**src/vec_macros.svh**
```systemverilog
// Size, opcode and function code constants for the vector coprocessor
`ifndef VEC_MACROS_SVH
`define VEC_MACROS_SVH

// Vector geometry
`define VEC_VLEN      128
`define VEC_ELEN      32
`define VEC_NR_LANES  2
`define VEC_VLMAX     (`VEC_VLEN / `VEC_ELEN)
`define VEC_ROWS      (`VEC_VLMAX / `VEC_NR_LANES)
`define VEC_NR_VREGS  32

// OP-V major opcode
`define VEC_OPC_V     7'b1010111

// funct3 categories
`define VEC_F3_IVV    3'b000
`define VEC_F3_MVV    3'b010
`define VEC_F3_IVX    3'b100
`define VEC_F3_CFG    3'b111

// funct6 codes
`define VEC_F6_ADD    6'b000000
`define VEC_F6_SUB    6'b000010
`define VEC_F6_AND    6'b001001
`define VEC_F6_OR     6'b001010
`define VEC_F6_XOR    6'b001011
`define VEC_F6_EXT    6'b001100
`define VEC_F6_MV     6'b010111

`endif

```
**src/vec_pkg.sv**
```systemverilog
// Shared types for the vector coprocessor, from host instruction to lane command
`include "vec_macros.svh"

package vec_pkg;

  typedef logic [`VEC_ELEN-1:0] elem_t;

  // 0 .. VLMAX inclusive
  typedef logic [$clog2(`VEC_VLMAX+1)-1:0] vl_t;

  typedef logic [4:0] vreg_idx_t;

  //////////////////////////////////////////////////
  // Instruction views
  //////////////////////////////////////////////////

  // OP-V arithmetic layout
  typedef struct packed {
    logic [5:0] funct6;
    logic       vm;
    vreg_idx_t  vs2;
    vreg_idx_t  vs1;  // Also rs1 for .vx forms
    logic [2:0] funct3;
    vreg_idx_t  vd;
    logic [6:0] opcode;
  } insn_arith_t;

  // vsetvli layout
  typedef struct packed {
    logic        cfg;
    logic [10:0] zimm;
    logic [4:0]  rs1;
    logic [2:0]  funct3;
    logic [4:0]  rd;
    logic [6:0]  opcode;
  } insn_cfg_t;

  typedef union packed {
    insn_arith_t arith;
    insn_cfg_t   cfg;
  } insn_u;

  //////////////////////////////////////////////////
  // Host side
  //////////////////////////////////////////////////

  typedef struct packed {
    insn_u insn;
    elem_t rs1_data;
  } acc_req_t;

  typedef struct packed {
    elem_t data;
    logic  error;
  } acc_resp_t;

  //////////////////////////////////////////////////
  // Backend
  //////////////////////////////////////////////////

  typedef enum logic [2:0] {
    OP_ADD,
    OP_SUB,
    OP_AND,
    OP_OR,
    OP_XOR,
    OP_MV,
    OP_EXT
  } vec_op_e;

  typedef struct packed {
    vec_op_e   op;
    vreg_idx_t vs1;
    vreg_idx_t vs2;
    vreg_idx_t vd;
    elem_t     scalar;
    logic      use_scalar;
    vl_t       vl;
  } vec_req_t;

  typedef struct packed {
    vec_op_e                         op;
    vreg_idx_t                       vs1;
    vreg_idx_t                       vs2;
    vreg_idx_t                       vd;
    elem_t                           scalar;
    logic                            use_scalar;
    logic [$clog2(`VEC_ROWS)-1:0]    row;
    vl_t                             vl;
  } lane_cmd_t;

endpackage

```
**src/vec_dispatcher.sv**
```systemverilog
// Dispatcher that decodes host instructions, owns vl and returns responses in order
`timescale 1ns/1ps
`include "vec_macros.svh"

module vec_dispatcher (
  input  logic                clk_i,
  input  logic                rst_n_i,
  input  vec_pkg::acc_req_t   acc_req_i,
  input  logic                acc_req_valid_i,
  output logic                acc_req_ready_o,
  output vec_pkg::acc_resp_t  acc_resp_o,
  output logic                acc_resp_valid_o,
  output vec_pkg::vec_req_t   vec_req_o,
  output logic                vec_req_valid_o,
  input  logic                vec_req_ready_i,
  input  logic                vec_resp_valid_i,
  input  vec_pkg::elem_t      vec_resp_data_i,
  input  logic                seq_idle_i
);

  // vsew = e32 and vlmul = m1 in the low vtype bits
  localparam logic [5:0] VTYPE_E32M1 = 6'b010000;

  vec_pkg::acc_req_t    req_q;
  logic                 req_valid_q, req_valid_d;
  logic                 ready_q;
  vec_pkg::vl_t         vl_q, new_vl;
  vec_pkg::insn_arith_t insn_ar;
  vec_pkg::insn_cfg_t   insn_cf;
  vec_pkg::vec_op_e     dec_op;
  logic                 dec_scalar, is_vec, is_cfg;
  logic                 acc_fire, vec_fire, scalar_fire;

  //////////////////////////////////////////////////
  // Decode
  //////////////////////////////////////////////////

  assign insn_ar = req_q.insn.arith;
  assign insn_cf = req_q.insn.cfg;

  assign is_cfg = (insn_cf.opcode == `VEC_OPC_V) && (insn_cf.funct3 == `VEC_F3_CFG) &&
                  !insn_cf.cfg && (insn_cf.zimm[5:0] == VTYPE_E32M1);

  always_comb begin
    dec_op     = vec_pkg::OP_ADD;
    dec_scalar = 1'b0;
    is_vec     = 1'b0;
    // Masked forms are not supported
    if ((insn_ar.opcode == `VEC_OPC_V) && insn_ar.vm) begin
      case (insn_ar.funct3)
        `VEC_F3_IVV: begin
          is_vec = 1'b1;
          case (insn_ar.funct6)
            `VEC_F6_ADD: dec_op = vec_pkg::OP_ADD;
            `VEC_F6_SUB: dec_op = vec_pkg::OP_SUB;
            `VEC_F6_AND: dec_op = vec_pkg::OP_AND;
            `VEC_F6_OR:  dec_op = vec_pkg::OP_OR;
            `VEC_F6_XOR: dec_op = vec_pkg::OP_XOR;
            default:     is_vec = 1'b0;
          endcase
        end
        `VEC_F3_IVX: begin
          dec_scalar = 1'b1;
          if (insn_ar.funct6 == `VEC_F6_ADD) begin
            is_vec = 1'b1;
            dec_op = vec_pkg::OP_ADD;
          end else if (insn_ar.funct6 == `VEC_F6_MV && insn_ar.vs2 == '0) begin
            is_vec = 1'b1;
            dec_op = vec_pkg::OP_MV;
          end
        end
        `VEC_F3_MVV: begin
          // Index comes from the scalar operand
          if (insn_ar.funct6 == `VEC_F6_EXT) begin
            is_vec     = 1'b1;
            dec_scalar = 1'b1;
            dec_op     = vec_pkg::OP_EXT;
          end
        end
        default: is_vec = 1'b0;
      endcase
    end
  end

  // Clamp requested length to VLMAX
  assign new_vl = (req_q.rs1_data >= `VEC_VLMAX) ? vec_pkg::vl_t'(`VEC_VLMAX)
                                                 : vec_pkg::vl_t'(req_q.rs1_data);

  //////////////////////////////////////////////////
  // Handshakes
  //////////////////////////////////////////////////

  assign acc_req_ready_o = ready_q;
  assign acc_fire        = acc_req_valid_i && ready_q;
  assign vec_req_valid_o = req_valid_q && is_vec;
  assign vec_fire        = vec_req_valid_o && vec_req_ready_i;
  // Config and illegal wait until all vector work has answered
  assign scalar_fire     = req_valid_q && !is_vec && seq_idle_i && !vec_resp_valid_i;
  assign req_valid_d     = acc_fire || (req_valid_q && !(vec_fire || scalar_fire));

  always_comb begin
    vec_req_o            = '0;
    vec_req_o.op         = dec_op;
    vec_req_o.vs1        = insn_ar.vs1;
    vec_req_o.vs2        = insn_ar.vs2;
    vec_req_o.vd         = insn_ar.vd;
    vec_req_o.scalar     = req_q.rs1_data;
    vec_req_o.use_scalar = dec_scalar;
    vec_req_o.vl         = vl_q;
  end

  assign acc_resp_valid_o = scalar_fire || vec_resp_valid_i;

  always_comb begin
    acc_resp_o = '0;
    if (vec_resp_valid_i) begin
      acc_resp_o.data = vec_resp_data_i;
    end else if (is_cfg) begin
      acc_resp_o.data = vec_pkg::elem_t'(new_vl);
    end else begin
      acc_resp_o.error = req_valid_q;
    end
  end

  always_ff @(posedge clk_i or negedge rst_n_i) begin
    if (!rst_n_i) begin
      req_q       <= '0;
      req_valid_q <= 1'b0;
      ready_q     <= 1'b0;
      vl_q        <= vec_pkg::vl_t'(`VEC_VLMAX);
    end else begin
      req_valid_q <= req_valid_d;
      ready_q     <= !req_valid_d;
      if (acc_fire) begin
        req_q <= acc_req_i;
      end
      if (scalar_fire && is_cfg) begin
        vl_q <= new_vl;
      end
    end
  end

  // Held request must not change under back-pressure
  a_req_stable: assert property (@(posedge clk_i) disable iff (!rst_n_i)
    vec_req_valid_o && !vec_req_ready_i |=> vec_req_valid_o && $stable(vec_req_o));

endmodule

```
**config.mk**
```make
export PLATFORM = sky130hd
export DESIGN_NAME = vec_dispatcher
export DESIGN_NICKNAME = d
export VERILOG_FILES = /design/src/vec_pkg.sv /design/src/vec_dispatcher.sv
export VERILOG_INCLUDE_DIRS = /design/src
export SDC_FILE = /design/constraint.sdc
export NUM_CORES = 1
export LEC_CHECK = 0
export BUFFER_PORTS_ARGS = -buffer_cell sky130_fd_sc_hd__buf_2
export CAP_MARGIN = 20
export CELL_PAD_IN_SITES_DETAIL_PLACEMENT = 1
export CELL_PAD_IN_SITES_GLOBAL_PLACEMENT = 1
export CORE_MARGIN = 1
export CORE_UTILIZATION = 29
export DETAILED_ROUTE_END_ITERATION = 10
export PLACE_DENSITY_LB_ADDON = 0.1
export SLEW_MARGIN = 20
export SYNTH_ARGS = -nofsm -noshare
export SYNTH_HDL_FRONTEND = slang
export SYNTH_SLANG_ARGS = --single-unit
```
**constraint.sdc**
```tcl
create_clock -name clk_i -period 1.9 [get_ports clk_i]
set_input_delay 0.19 -clock clk_i [delete_from_list [all_inputs] [get_ports clk_i]]
set_output_delay 0.19 -clock clk_i [all_outputs]
set_load 0.02 [all_outputs]
```
==> results of run 1 <==
-- worst max-delay path, delay by kind of cell (launching register included) --
family | cells | cell delay [ns]
and+or+nand+nor | 2 | 0.83
DFF | 1 | 0.38
AOI/OAI and AO/OA | 2 | 0.34
buffers and inverters | 2 | 0.29
-- per-stage QoR --
stage / power [mW] / util / cells / setup TNS, ns
after floorplan: 3.85 / - / 266 / -0.0110
after global placement: 4.59 / 0.409 / 590 / -0.0947
after detailed placement: 4.66 / 0.409 / 590 / -0.170
after CTS: 6.47 / 0.451 / 611 / -2.47
after global routing: 6.79 / 0.461 / 614 / -3.71
final: 6.41 / 0.461 / 614 / -2.28
-- cell families after synthesis --
logic type	Yosys count
DFF	69
AOI/OAI and AO/OA	14
and+or+nand+nor	79
muxes	69
xor gates and xnor gates	1
buffers and inverters	34
-- metal layers --
metal  track usage  share of wire  up-vias  wire [um]
met5             0              0        -          0
met4        0.0492          0.012        0        114
met3        0.0460          0.063       11        602
met2         0.283           0.52       84       4940
met1         0.200           0.41     1357       3860
li1              -              -     1330          -
-- flip-flops by register name, summed over array words and instances (netlist names) --
signal           count
vec_req_o           32
vl_q                 3
acc_req_ready_o      1
req_valid_q          1
insn_ar             32
-- worst paths after layout --
kind,from,cells past startpoint,endpoint
worst max-delay path,insn_ar[24]$_DFFE_PN0P_,6,acc_resp_valid_o
worst min-delay path,acc_req_i[36],2,insn_ar[4]$_DFFE_PN0P_
worst max register to register,insn_ar[24]$_DFFE_PN0P_,6,req_valid_q$_DFF_PN0_
worst min register to register,vl_q[2]$_DFFE_PN1P_,2,vl_q[2]$_DFFE_PN1P_
max in group asynchronous,rst_n_i,3,vec_req_o[25]$_DFFE_PN0P_
min in group asynchronous,rst_n_i,2,insn_ar[11]$_DFFE_PN0P_
-- cell type report --
cell class,count,area (um2)
clock buffer,11,243
fill,1242,5920
multi-input combinational,163,1560
clock inverter,5,50.0
tap,140,175
inverter,6,22.5
timing repair buffer,220,1280
sequential,69,1730
-- power groups by stage --
stage               sequential [mW]  clock, mW  combinational, mW
finish                         2.41       1.64               2.36
detailed placement             2.39          0               2.27
CTS                            2.41       1.71               2.35
floorplan                      2.65          0               1.19
global route                   2.50       1.75               2.54
global placement               2.36          0               2.23
-- synthesized netlist by cell type --
| master | instances | area share |
|---|---|---|
| sky130_fd_sc_hd__or4b_4 | 1 | 0.0042 |
| sky130_fd_sc_hd__nor3b_1 | 1 | 0.0023 |
| sky130_fd_sc_hd__nor2_1 | 9 | 0.010 |
| sky130_fd_sc_hd__nand4b_1 | 2 | 0.0053 |
| sky130_fd_sc_hd__nand2_1 | 4 | 0.0045 |
| sky130_fd_sc_hd__o21a_1 | 1 | 0.0023 |
| sky130_fd_sc_hd__nor3_2 | 1 | 0.0030 |
| sky130_fd_sc_hd__or4b_1 | 1 | 0.0030 |
| sky130_fd_sc_hd__or4_1 | 2 | 0.0045 |
| sky130_fd_sc_hd__nand4_1 | 4 | 0.0076 |
| sky130_fd_sc_hd__or3_1 | 1 | 0.0019 |
| sky130_fd_sc_hd__o21ai_0 | 3 | 0.0045 |
| sky130_fd_sc_hd__nand3b_1 | 1 | 0.0023 |
| sky130_fd_sc_hd__o41ai_2 | 1 | 0.0049 |
| sky130_fd_sc_hd__inv_1 | 6 | 0.0068 |
| sky130_fd_sc_hd__nor2b_1 | 1 | 0.0019 |
| sky130_fd_sc_hd__nor4b_1 | 1 | 0.0027 |
| sky130_fd_sc_hd__dfstp_2 | 1 | 0.0080 |
| sky130_fd_sc_hd__a211oi_1 | 1 | 0.0023 |
| sky130_fd_sc_hd__mux2i_1 | 2 | 0.0061 |
| sky130_fd_sc_hd__nor4_1 | 8 | 0.015 |
| sky130_fd_sc_hd__mux2_4 | 1 | 0.0045 |
| sky130_fd_sc_hd__dfrtp_1 | 68 | 0.51 |
| sky130_fd_sc_hd__nor4_4 | 1 | 0.0064 |
| sky130_fd_sc_hd__o41ai_1 | 1 | 0.0027 |
| sky130_fd_sc_hd__buf_4 | 16 | 0.036 |
| sky130_fd_sc_hd__clkbuf_1 | 12 | 0.014 |
| sky130_fd_sc_hd__a31o_2 | 1 | 0.0027 |
| sky130_fd_sc_hd__a21oi_1 | 2 | 0.0030 |
| sky130_fd_sc_hd__nor3_1 | 7 | 0.011 |
| sky130_fd_sc_hd__or2_2 | 3 | 0.0057 |
| sky130_fd_sc_hd__and4b_1 | 1 | 0.0030 |
| sky130_fd_sc_hd__mux2_2 | 66 | 0.22 |
| sky130_fd_sc_hd__a22o_1 | 2 | 0.0053 |
| sky130_fd_sc_hd__xor2_1 | 1 | 0.0027 |
| sky130_fd_sc_hd__and2_1 | 29 | 0.055 |
| sky130_fd_sc_hd__nand3_1 | 1 | 0.0015 |
| sky130_fd_sc_hd__a31oi_1 | 2 | 0.0038 |
-- timing repair --
item | CTS | global route
setup endpoints to repair | 11 | 14
hold buffers | 1 | 0
endpoints found under the hold margin | 36 | 0
resized for setup | 30 | 20
pin swaps | 13 | 7
buffers inserted | 4 | 4
==> impl.org, run 1 <==
** Run status
- Run status :: finished, violations left
- Failing checks :: negative setup slack

** Setup path
- Register-to-Register Setup Slack :: -0.09 ns
- Crit-path cells :: or4b_4 > nor4_4 > buf_4 > o41ai_4 > a31o_2 > buf_6
- On the critical path, the stage with the largest delay is an instance of sky130_fd_sc_hd__or4b_4.
- Critical Path RT :: 1.71 ns
- Biggest fanout along the worst timing path :: 3
- In this design, the stage delay of the slowest critical-path cell is between 0.5 and 0.6 ns.
- Type of element capturing the critical path :: primary output
- Data on the critical path arrives at its endpoint at 2.15 ns.
- Worst setup path class :: flop to primary output
- STA classifies the critical path startpoint as a flop.

** CTS
- Clock tree synthesis found a total of 69 sinks.
- In this run the number of H-tree levels came out at 3.
- Root Buffer Master :: sky130_fd_sc_hd__clkbuf_16
- The clock reaches the later pin of the worst-skew pair after about 0.32 ns.
- TritonCTS built the clock tree.
- Num CTS Buffers :: 9
- The clock passes through at most 2 buffers.
- Clock-pin slew was measured on the worst setup and hold paths at about 0.06 ns.

** Yosys
- Post-synthesis adder-cell area fraction :: 0
- Synth Area in Compound Gates :: 0.0314
- Xor and xnor fraction of the mapped netlist area :: 0.00265
- Of the synthesized area, sequential elements account for 0.523.
- Measured against the total synthesized area, the mux share comes to 0.236.
- Net count after synthesis :: approximately 370
- After synthesis, the netlist uses 38 different library cells.
- Synthesis produced a netlist whose cell count is between 200 and 300.
- Total standard cell area after synthesis :: between 3000 and 4000 um2
- Total of flip-flops plus latches after synthesis :: ~70
- Yosys warning total :: 0
- Of the total synthesized cell area, the portion taken by AND, OR, NAND and NOR gates is 0.151.
- Post-Synthesis Mean Instance Area :: roughly 12 um2
- By area, the combinational part of the netlist is dominated by multiplexers.

** Timing
- The final number of max-transition violations came to 0.
- Slack of the critical path :: -0.436 ns
- Counting I/O delays and the setup requirement, the final critical path takes 2.34 ns.
- Measured against its own limit, the worst slew margin works out to 0.652.
- Of the available clock period, the critical path in the final layout requires 1.23.
- Setup violations remaining at the end of the flow were counted as 12.
- Fmax :: about 430 MHz
- Setup repair after global routing missed its margin :: yes
- Number of hold-slack violations in the final timing report :: 0
- The clock arrives with 0.00651 ns of skew.
- Final hold analysis gives a worst-case slack of about 0.095 ns.
- At the pin with the least slew margin, the transition time is ~0.52 ns.

** Place
- Once placement finished, the instance area stood at between 4000 and 5000 um2.
- Worst slack after detailed placement :: -0.0636 ns
- Dpl hpwl :: between 7000 and 8000 um
- Final weighted congestion in routability-driven placement :: between 0.7 and 0.8
- In this run the tool buffered the top-level ports with around 190 buffer cells.

** Power
- Leakage :: ~2.5 nW
- VDD sags by at most between 0.5 and 0.6 mV.
- For this design the total switching power over the nets is between 2 and 2.5 mW.
- Of the total power, the share spent switching nets is 0.355.
- Power share of the sequential group :: 0.376
- Internal Pwr Total :: just over 4 mW
- The share of total power dissipated in the clock network is 0.256.
- Combinational cell fraction of total power :: 0.367
- P per Cell Area :: 1270 nW/um2

** Global route
- Vias in the first global route :: 2949
- Overall overflow remaining after global route :: 0
- For this run, the total global-route usage over all layers was measured as 0.165.
- Antenna violations before repair :: 1
- Largest net degree at the start of global routing :: 39
- The first global-routing pass estimated 14900 um of wire.

** Drt
- Across all layers, the routed design uses 2782 vias.
- In the final routed layout, each cell accounts on average for around 15 um.
- Summed over all layers, the routed wires come to 9520 um.
- The detailed router finished its first iteration with between 50 and 60 violations.
- The pre-antenna-repair detailed-routing pass consisted of 4 iterations.
- Remaining antenna violation count after routing :: 0
- Dividing the detail-routed via count by the number of cells gives about 4.5.
- In the routed design, unresolved DRC markers number 0.

** Layout
- Top library cells by usage in the layout, fill and taps aside :: 181 x sky130_fd_sc_hd__buf_2, 68 x sky130_fd_sc_hd__dfrtp_1, 66 x sky130_fd_sc_hd__mux2_2, 29 x sky130_fd_sc_hd__and2_1, 22 x sky130_fd_sc_hd__buf_4
- The net count of the finished layout is roughly 570.
- Leaving out fill and tap cells, the most frequent cell in the layout is sky130_fd_sc_hd__buf_2.
- 0 antenna diodes ended up in the layout.
- With fillers left out, the area of the finished cells amounts to around 5100 um2.
- From synthesis to final layout, the design area changed by 53.1%.
- Share of cells above drive strength 1 :: 0.700

** Floorplan
- In this run the vertical extent of the chip is between 100 and 150 um.
- I/O pins :: between 150 and 200
- Initial Utilization :: 0.301
- In this run the core area contains 38 standard-cell rows.
- Die Area :: ~12000 um2
- Core area :: 11000 um2
- Horizontal die dimension :: 109 um

** Run
- Max_cap viols :: 0

** Hold path
- Hold/Removal Path Class :: input port to flop
(Power assumes the default switching activity.)
==> run 2: changes to the inputs <==
--- a/config.mk
+++ b/config.mk
@@ -6,12 +6,14 @@
 export SDC_FILE = /design/constraint.sdc
 export NUM_CORES = 1
 export LEC_CHECK = 0
-export BUFFER_PORTS_ARGS = -buffer_cell sky130_fd_sc_hd__buf_2
+export ABC_AREA = 1
+export BUFFER_PORTS_ARGS = -buffer_cell sky130_fd_sc_hd__clkbuf_2
 export CAP_MARGIN = 20
 export CELL_PAD_IN_SITES_DETAIL_PLACEMENT = 1
 export CELL_PAD_IN_SITES_GLOBAL_PLACEMENT = 1
 export CORE_MARGIN = 1
-export CORE_UTILIZATION = 29
+export CORE_UTILIZATION = 27
+export CTS_CLUSTER_SIZE = 30
 export DETAILED_ROUTE_END_ITERATION = 10
 export PLACE_DENSITY_LB_ADDON = 0.1
 export SLEW_MARGIN = 20
==> run 2 against run 1 <==
The run still ends with negative setup slack left. Final area up 4.9%. Count of clock-buffer cells in the layout up 3. Flip-flop and latch count unchanged. Via count up 29%. Highest routed layer unchanged. Sequential share of layout area down 1.4 points. Die area up 15%. Total power up 21%. Core utilization down 4.4 points. First-iteration DRC count up 12%.
==> impl.org, run 2 <==
** Run status
- The flow ran to the end, but the final reports show violations.
- The final reports fail on negative setup slack.

** Floorplan
- The die area is 13600 um2 (+15%).
- The vertical die dimension came to 117 um (+7.1%).
- The core area was 12700 um2 (+16%).
- I/O pins :: 192 (unchanged)
- The number of rows in the core area was 41 (+7.9%).
- The floorplan die width was 117 um (+7.1%).
- The initial core utilization came to 0.278 (-0.0225).

** Yosys
- Post-synth EDFFs :: 0 (unchanged)
- Synth top area cells :: sky130_fd_sc_hd__dfrtp_1 48%, sky130_fd_sc_hd__nand2_1 24%, sky130_fd_sc_hd__inv_1 5.2%
- The xor/xnor cell area share of the yosys netlist came to 0 (-0.00265).
- Commonest cells in the netlist :: 230 x sky130_fd_sc_hd__nand2_1, 68 x sky130_fd_sc_hd__dfrtp_1, 49 x sky130_fd_sc_hd__inv_1
- Number of distinct library cell variants in the gate-level netlist after synthesis :: 31 (-18%)
- The synthesized net count came to 577 (+57%).
- Post-Synthesis Mean Instance Area :: 7.45 um2 (-40%)
- The simple-gate share of the synthesized area came to 0.359 (+0.208).
- Post-synthesis adder-cell area fraction :: 0 (unchanged)
- The area share of the leading cell type in the synthesized netlist is 0.481 (-0.0344).
- Synth Area in Compound Gates :: 0.0367 (+0.00532)
- Multiplexer share of the synthesized area :: 0 (-0.236)
- After synthesis, the largest family of logic cells by area is simple AND/OR/NAND/NOR gates.
- Biggest area consumer among synthesized cells :: sky130_fd_sc_hd__dfrtp_1
- Yosys warning total :: 0 (unchanged)
- Async set-or-reset flop fraction in the synthesized netlist :: 1.00 (unchanged)
- The synthesized netlist cell count came to 475 (+79%).
- Total of flip-flops plus latches after synthesis :: 69 (unchanged)
- Among all cell types in the netlist, the one instantiated most often is sky130_fd_sc_hd__nand2_1.
- The mapped cell area came to 3540 um2 (+7.2%).
- For this run, the leading register cell type out of synthesis is sky130_fd_sc_hd__dfrtp_1.
- Sequential cell area fraction in the yosys report :: 0.488 (-0.0349)

** Layout
- The count of placed standard cells in the final layout, fillers left out came to 852 (+39%).
- Design Area, Final :: 5310 um2 (+4.9%)
- Leading cell type in the layout, fill and taps excluded :: sky130_fd_sc_hd__nand2_1
- Final nets :: 778 (+36%)
- Area growth from synthesis to final layout :: 49.9%
- Top library cells by usage in the layout, fill and taps aside :: 222 x sky130_fd_sc_hd__nand2_1, 180 x sky130_fd_sc_hd__clkbuf_2, 58 x sky130_fd_sc_hd__dfrtp_1, 39 x sky130_fd_sc_hd__inv_1, 28 x sky130_fd_sc_hd__buf_4
- Inserted Diodes :: 0 (unchanged)
- The fraction of final layout cells sized beyond drive strength 1 is 0.457 (-0.243).
- Final design utilization :: 0.417 (-0.0435)

** Setup path
- Type of element capturing the critical path :: primary output
- The worst setup path is launched from a flop.
- The worst path required time is 1.71 ns (about the same).
- Biggest fanout along the worst timing path :: 4 (+1)
- Worst setup path class :: flop to primary output
- The arrival time of the worst setup path came to 1.83 ns (-0.32 ns).
- The worst-case register-to-register setup slack is 0.28 ns (+0.37 ns).

** Drt
- The average detailed-routed wire length per instance is 13.3 um (-14%).
- Remaining antenna violation count after routing :: 0 (unchanged)
- DRT iter0 DRCs :: 65 (+12%)
- DRC violation count after routing :: 0 (unchanged)
- The vias after detailed routing came to 3602 (+29%).
- Initial DRT Pass Iterations :: 4 (unchanged)
- Detailed-route wire length :: 11400 um (+20%)
- Per-cell via count in the routed design :: 4.23 (-6.7%)

** Place
- Dpl hpwl :: 8450 um (+14%)
- The instance area at placement came to 4590 um2 (+2.1%).
- The number of cells after detailed placement was 812 (+38%).
- The final estimated routing congestion in global placement came to 0.832 (+13%).
- # port buffers :: 191 (unchanged)
- Worst slack after detailed placement :: 0.0894 ns (+0.153 ns)

** CTS
- Num CTS Buffers :: 9 (unchanged)
- The clock transition at the registers of the reported paths is 0.05 ns (about the same).
- TritonCTS built the clock tree.
- Root Buffer Master :: sky130_fd_sc_hd__clkbuf_16
- The number of H-tree levels is 3 (unchanged).
- Longest Clk Path Bufs :: 2 (unchanged)
- The number of sinks driven by the clock tree is 69 (unchanged).
- Clock Latency Late Sink :: 0.34 ns (+0.02 ns)

** Timing
- The clock period minus final worst setup slack is 2.02 ns (-0.313 ns).
- Headroom to the max-slew limit :: 0.750 (+0.0987)
- Final worst hold slack :: 0.0481 ns (-0.0466 ns)
- Fmax :: 494 MHz (+15%)
- The post-layout worst setup margin is -0.123 ns (+0.313 ns).
- The final number of setup-violating endpoints came to 4 (-8).
- Number of hold-slack violations in the final timing report :: 0 (unchanged)
- Setup repair after global routing could not meet its margin everywhere.
- Worst slew pin tran :: 0.374 ns (-0.148 ns)
- Final Max Tran Viols :: 0 (unchanged)
- Final worst-path cycle share :: 1.06 (-0.165)
- Setup Skew :: 0.00737 ns (+0.000862 ns)
- Setup TNS Final :: -0.291 ns (+1.99 ns)

** Global route
- Vias in the first global route :: 3520 (+19%)
- The number of antenna violations at the first check in global routing is 0 (-1).
- The maximum number of pins on one net before global-route repair is 51 (+31%).
- GRT Util Overall :: 0.164 (-0.000696)
- Overall overflow remaining after global route :: 0 (unchanged)
- The first-pass GRT wire length was 17000 um (+14%).

** Power
- The worst-case vdd ir drop was 0.590 mV (+0.52%).
- Leakage :: 3.09 nW (+25%)
- Design Power :: 7.77 mW (+21%)
- The power density of the placed cells was 1460 nW/um2 (+15%).

** Hold path
- The path class of the tightest hold or removal check is input port to flop.

** Run
- The count of max-cap constraint violations is 0 (unchanged).
==> run 2: changes by cell type after synthesis, sizes merged, moves of 10 or more <==
cell and change:
o21ai +10, nand2 +229, and2 -29, nor2 +26
inv +47, mux2 -67
==> run 2: area by class of cell <==
| type | count | area [um2] |
|---|---|---|
| well taps | 172 | 215 |
| repair buffers | 223 | 1310 |
| flip-flops and latches | 69 | 1740 |
| multi-input cells | 319 | 1560 |
| inverters | 54 | 203 |
| fillers | 1657 | 7410 |
| clock inverters | 1 | 5.00 |
| clock buffers | 14 | 274 |
==> run 2: cell families after synthesis <==
kind of cell           after synthesis
buffers and inverters               87
and+or+nand+nor                    299
DFF                                 69
AOI/OAI and AO/OA                   20
==> run 2: layer usage <==
layer	part of all wire	global-route usage
met4	0.0097	0.0462
met2	0.51	0.275
met3	0.065	0.0623
met5	0	0
met1	0.41	0.196
==> run 2: worst max-delay path, stage by stage, from the launching register on <==
cell,delay (ns)
sky130_fd_sc_hd__dfrtp_1,0.37
sky130_fd_sc_hd__nor2_1,0.10
sky130_fd_sc_hd__nand2_1,0.08
sky130_fd_sc_hd__nor2_1,0.11
sky130_fd_sc_hd__nand4_1,0.14
sky130_fd_sc_hd__nor2_2,0.20
sky130_fd_sc_hd__inv_2,0.11
sky130_fd_sc_hd__nor2_4,0.10
sky130_fd_sc_hd__a22o_1,0.14
sky130_fd_sc_hd__clkbuf_8,0.14
==> run 2: path summary, 6_finish.rpt <==
path / endpoint / cells past startpoint / startpoint
setup / recovery: acc_resp_o[1] / 9 / vec_req_o[13]$_DFFE_PN0P_
min in group asynchronous: insn_ar[17]$_DFFE_PN0P_ / 2 / rst_n_i
hold / removal: insn_ar[0]$_DFFE_PN0P_ / 3 / acc_req_i[32]
hold reg to reg: vl_q[2]$_DFFE_PN1P_ / 2 / vl_q[2]$_DFFE_PN1P_
max in group asynchronous: insn_ar[2]$_DFFE_PN0P_ / 3 / rst_n_i
setup reg to reg: vl_q[1]$_DFFE_PN0P_ / 9 / insn_ar[31]$_DFFE_PN0P_
==> run 2: where the power goes <==
| part | internal [mW] | leakage, nW | total (mW) | switching, mW |
|---|---|---|---|---|
| Sequential | 2.18 | 0.844 | 2.83 | 0.651 |
| Clock | 0.981 | 0.139 | 1.57 | 0.593 |
| Combinational | 1.29 | 2.11 | 3.37 | 2.07 |
| Total | 4.45 | 3.09 | 7.77 | 3.32 |
==> run 2: what timing repair did <==
action                                 in CTS  in global routing
pin swaps                                  10                 23
endpoints found under the hold margin      23                  0
buffers inserted                           12                 12
resized for setup                          35                 51
setup endpoints to repair                   8                 10
hold buffers                                1                  0
==> run 3: changes to the inputs <==
--- a/config.mk
+++ b/config.mk
@@ -7,10 +7,12 @@
 export NUM_CORES = 1
 export LEC_CHECK = 0
 export ABC_AREA = 1
+export ABC_CLOCK_PERIOD_IN_PS = 1900
 export BUFFER_PORTS_ARGS = -buffer_cell sky130_fd_sc_hd__clkbuf_2
 export CAP_MARGIN = 20
 export CELL_PAD_IN_SITES_DETAIL_PLACEMENT = 1
 export CELL_PAD_IN_SITES_GLOBAL_PLACEMENT = 1
+export CORE_ASPECT_RATIO = 1.75
 export CORE_MARGIN = 1
 export CORE_UTILIZATION = 27
 export CTS_CLUSTER_SIZE = 30
==> run 3 against run 2 <==
The flow still finishes with violations (negative setup slack). Clock skew decreased by 0.0015 ns. Combinational power decreased by 4%. Routed wire length increased by 2.0%. Highest routed layer unchanged. Cell count decreased by 0.70%. Core utilization decreased by 1.2 points. Setup slack improved by 0.062 ns. Count of clock-buffer cells in the layout decreased by 3. Non-clock buffer count decreased by 6. Flip-flop and latch count unchanged. Largest power group unchanged. Fmax increased by 3.2%. Die area increased by 0.12%. First-iteration DRC count increased by 77%.
==> impl.org, run 3 (synthesis gave the netlist of run 2 again) <==
** Run status
- The flow ran to the end, but the final reports show violations.
- Failing checks :: negative setup slack

** Global route
- The via count of the first global-routing pass is 3891 (+11%).
- First-pass GRT wire length :: 18900 um (+11%)
- The global route total overflow is 0 (unchanged).
- The number of antenna violations at the first check in global routing came to 0 (unchanged).
- Largest net degree at the start of global routing :: 70 (+37%)
- GRT Util Overall :: 0.182 (+0.0181)

** Timing
- The count of endpoints failing hold in the final timing report came to 0 (unchanged).
- The clock period minus final worst setup slack is 1.96 ns (-0.0621 ns).
- The final worst-path cycle share was 1.03 (-0.0327).
- The post-layout worst setup margin came to -0.0609 ns (+0.0621 ns).
- Setup TNS Final :: -0.181 ns (+0.110 ns)
- The final number of setup-violating endpoints came to 7 (+3).
- The final number of max-transition violations was 0 (unchanged).
- Worst slew pin tran :: 0.560 ns (+0.186 ns)
- Setup Skew :: 0.00587 ns (-0.00150 ns)
- Final worst hold slack :: 0.0480 ns (-0.000143 ns)
- The worst slew margin relative to its limit came to 0.626 (-0.124).
- Setup repair after global routing could not meet its margin everywhere.
- Fmax :: 510 MHz (+3.2%)

** Layout
- The number of antenna diodes came to 0 (unchanged).
- Leaving out fill and tap cells, the most frequent cell in the layout is sky130_fd_sc_hd__nand2_1.
- Count of filler cells inserted in the layout :: 1671 (+0.84%)
- Number of non-filler instances in the completed layout :: 846 (-0.70%)
- Top library cells by usage in the layout, fill and taps aside :: 226 x sky130_fd_sc_hd__nand2_1, 180 x sky130_fd_sc_hd__clkbuf_2, 63 x sky130_fd_sc_hd__dfrtp_1, 41 x sky130_fd_sc_hd__inv_1
- Design Area, Final :: 5210 um2 (-1.8%)
- The fraction of final layout cells sized beyond drive strength 1 came to 0.427 (-0.0307).
- The area of the multi-input gates was 1510 um2 (-3.5%).
- Final design utilization :: 0.405 (-0.0121)
- Register area :: 1730 um2 (-0.36%)
- Compared with the post-synthesis result, the final layout area differs by 47.2%.
- The total number of nets in the final design came to 772 (-0.77%).

** Setup path
- The stage delay of the slowest cell on the critical path came to 0.40 ns (+0.03 ns).
- By startpoint and endpoint, the worst setup path is classified as flop to primary output.
- Biggest fanout along the worst timing path :: 4 (unchanged)
- Type of element capturing the critical path :: primary output
- Buffers plus inverters on the worst setup path :: 2 (unchanged)
- The arrival time of the worst setup path was 1.77 ns (-0.06 ns).
- Cell family with the largest share of critical-path delay :: simple AND/OR/NAND/NOR gates
- Crit-path cells :: nor2_1 > nand2_1 > nor2_1 > nand2_1 > nor2_4 > inv_4 > nor2_4 > a22o_1 > clkbuf_8
- Critical path startpoint category :: flop
- The worst path required time was 1.71 ns (about the same).
- On the critical path, the stage with the largest delay is an instance of sky130_fd_sc_hd__dfrtp_1.

** Run
- Max_cap viols :: 0 (unchanged)

** CTS
- The buffer depth of the longest clock path is 2 (unchanged).
- The latest clock arrival within the worst-skew pair was 0.33 ns (about the same).
- TritonCTS built the clock tree.
- The clock transition at the registers of the reported paths is 0.06 ns (about the same).
- Root Buffer Master :: sky130_fd_sc_hd__clkbuf_16
- The number of H-tree levels came to 3 (unchanged).
- Num CTS Buffers :: 9 (unchanged)
- The number of sinks driven by the clock tree was 69 (unchanged).

** Drt
- Remaining antenna violation count after routing :: 0 (unchanged)
- Per-cell via count in the routed design :: 4.32 (+2.1%)
- Post-DR wirelength/cell :: 13.7 um (+2.7%)
- The length of the first detailed-routing pass in iterations came to 4 (unchanged).
- The total length of routed wires is 11600 um (+2.0%).
- Via count of the routed design :: 3652 (+1.4%)
- The remaining routing DRC violations is 0 (unchanged).
- The first-iteration detailed-routing DRC count is 115 (+77%).

** Floorplan
- The die area was 13600 um2 (+0.12%).
- The floorplan die width was 88.6 um (-24%).
- The vertical die dimension came to 153 um (+32%).
- The initial core utilization was 0.275 (-0.00317).
- Core area :: 12900 um2 (+1.2%)
- The I/O pin count was 192 (unchanged).
- Rows :: 55 (+34%)

** Hold path
- The tightest min-delay check is of the input port to flop type.

** Place
- # port buffers :: 191 (unchanged)
- Dpl hpwl :: 8740 um (+3.4%)
- The final estimated routing congestion in global placement is 0.821 (-1.3%).
- The number of cells after detailed placement was 811 (-0.12%).
- Placed Instance Area :: 4590 um2 (+0.19%)
- Worst slack after detailed placement :: 0.0892 ns (-0.000221 ns)

** Power
- Leakage :: 3.07 nW (-0.65%)
- Max VDD drop :: 0.626 mV (+6.1%)
- Design Power :: 7.74 mW (-0.36%)
- P per Cell Area :: 1480 nW/um2 (+1.5%)
==> run 3: cell types whose count changed in the layout (fill, tap and decap cells not counted), moves of 3 or more <==
cell / previous run / this run
sky130_fd_sc_hd__nor2_1: 19 / 22
sky130_fd_sc_hd__buf_4: 28 / 22
sky130_fd_sc_hd__buf_6: 7 / 2
sky130_fd_sc_hd__dfrtp_2: 10 / 5
sky130_fd_sc_hd__buf_2: 0 / 3
sky130_fd_sc_hd__dfrtp_1: 58 / 63
sky130_fd_sc_hd__nand2_2: 11 / 7
sky130_fd_sc_hd__inv_2: 15 / 11
sky130_fd_sc_hd__nand2_1: 222 / 226
==> run 3: layer usage <==
layer	vias to the layer above	routed length, um	GRT usage
met3	18	552	0.0397
met4	0	265	0.0691
met2	104	6510	0.345
met5	-	0	0
li1	1807	-	-
met1	1723	4270	0.187
==> run 3: final cells by class <==
type,instances,share of cell area
Inverter,54,0.0396
Sequential cell,69,0.333
Timing Repair Buffer,217,0.240
Multi-Input combinational cell,319,0.289
Clock buffer,11,0.0466
Tap cell,171,0.0410
Clock inverter,5,0.0113
==> run 3: worst reg2reg max path: stages, from the launching register on <==
cell and delay [ns]:
sky130_fd_sc_hd__dfrtp_1 0.47, sky130_fd_sc_hd__nand2_1 0.09, sky130_fd_sc_hd__inv_1 0.13, sky130_fd_sc_hd__nand4_1 0.22
sky130_fd_sc_hd__nor2_4 0.22, sky130_fd_sc_hd__buf_4 0.15, sky130_fd_sc_hd__nand4_2 0.11, sky130_fd_sc_hd__nand2_1 0.11
sky130_fd_sc_hd__nand2_1 0.07
==> run 3: path summary, 6_finish.rpt <==
path	from	end	slack, ns	depth (start not counted)
worst max-delay path	vec_req_o[31]$_DFFE_PN0P_	acc_resp_o[2]	-0.06	9
worst min-delay path	acc_req_i[20]	vec_req_o[24]$_DFFE_PN0P_	0.05	3
worst max register to register	insn_ar[14]$_DFFE_PN0P_	vl_q[0]$_DFFE_PN0P_	0.23	8
worst min register to register	insn_ar[10]$_DFFE_PN0P_	insn_ar[10]$_DFFE_PN0P_	0.48	2
max in group asynchronous	rst_n_i	vl_q[2]$_DFFE_PN1P_	1.12	3
min in group asynchronous	rst_n_i	insn_ar[17]$_DFFE_PN0P_	0.43	3
==> run 3: power breakdown <==
part           switching [mW]  total (mW)  internal [mW]
Clock                   0.638        1.69           1.05
Combinational            2.04        3.25           1.21
Sequential              0.629        2.80           2.17
==> run 3: timing repair <==
item,4_1_cts,5_1_grt
endpoints found under the setup margin,8,10
resized for setup,34,23
buffers inserted,9,9
endpoints found under the hold margin,68,0
hold buffers,1,0
pin swaps,11,13
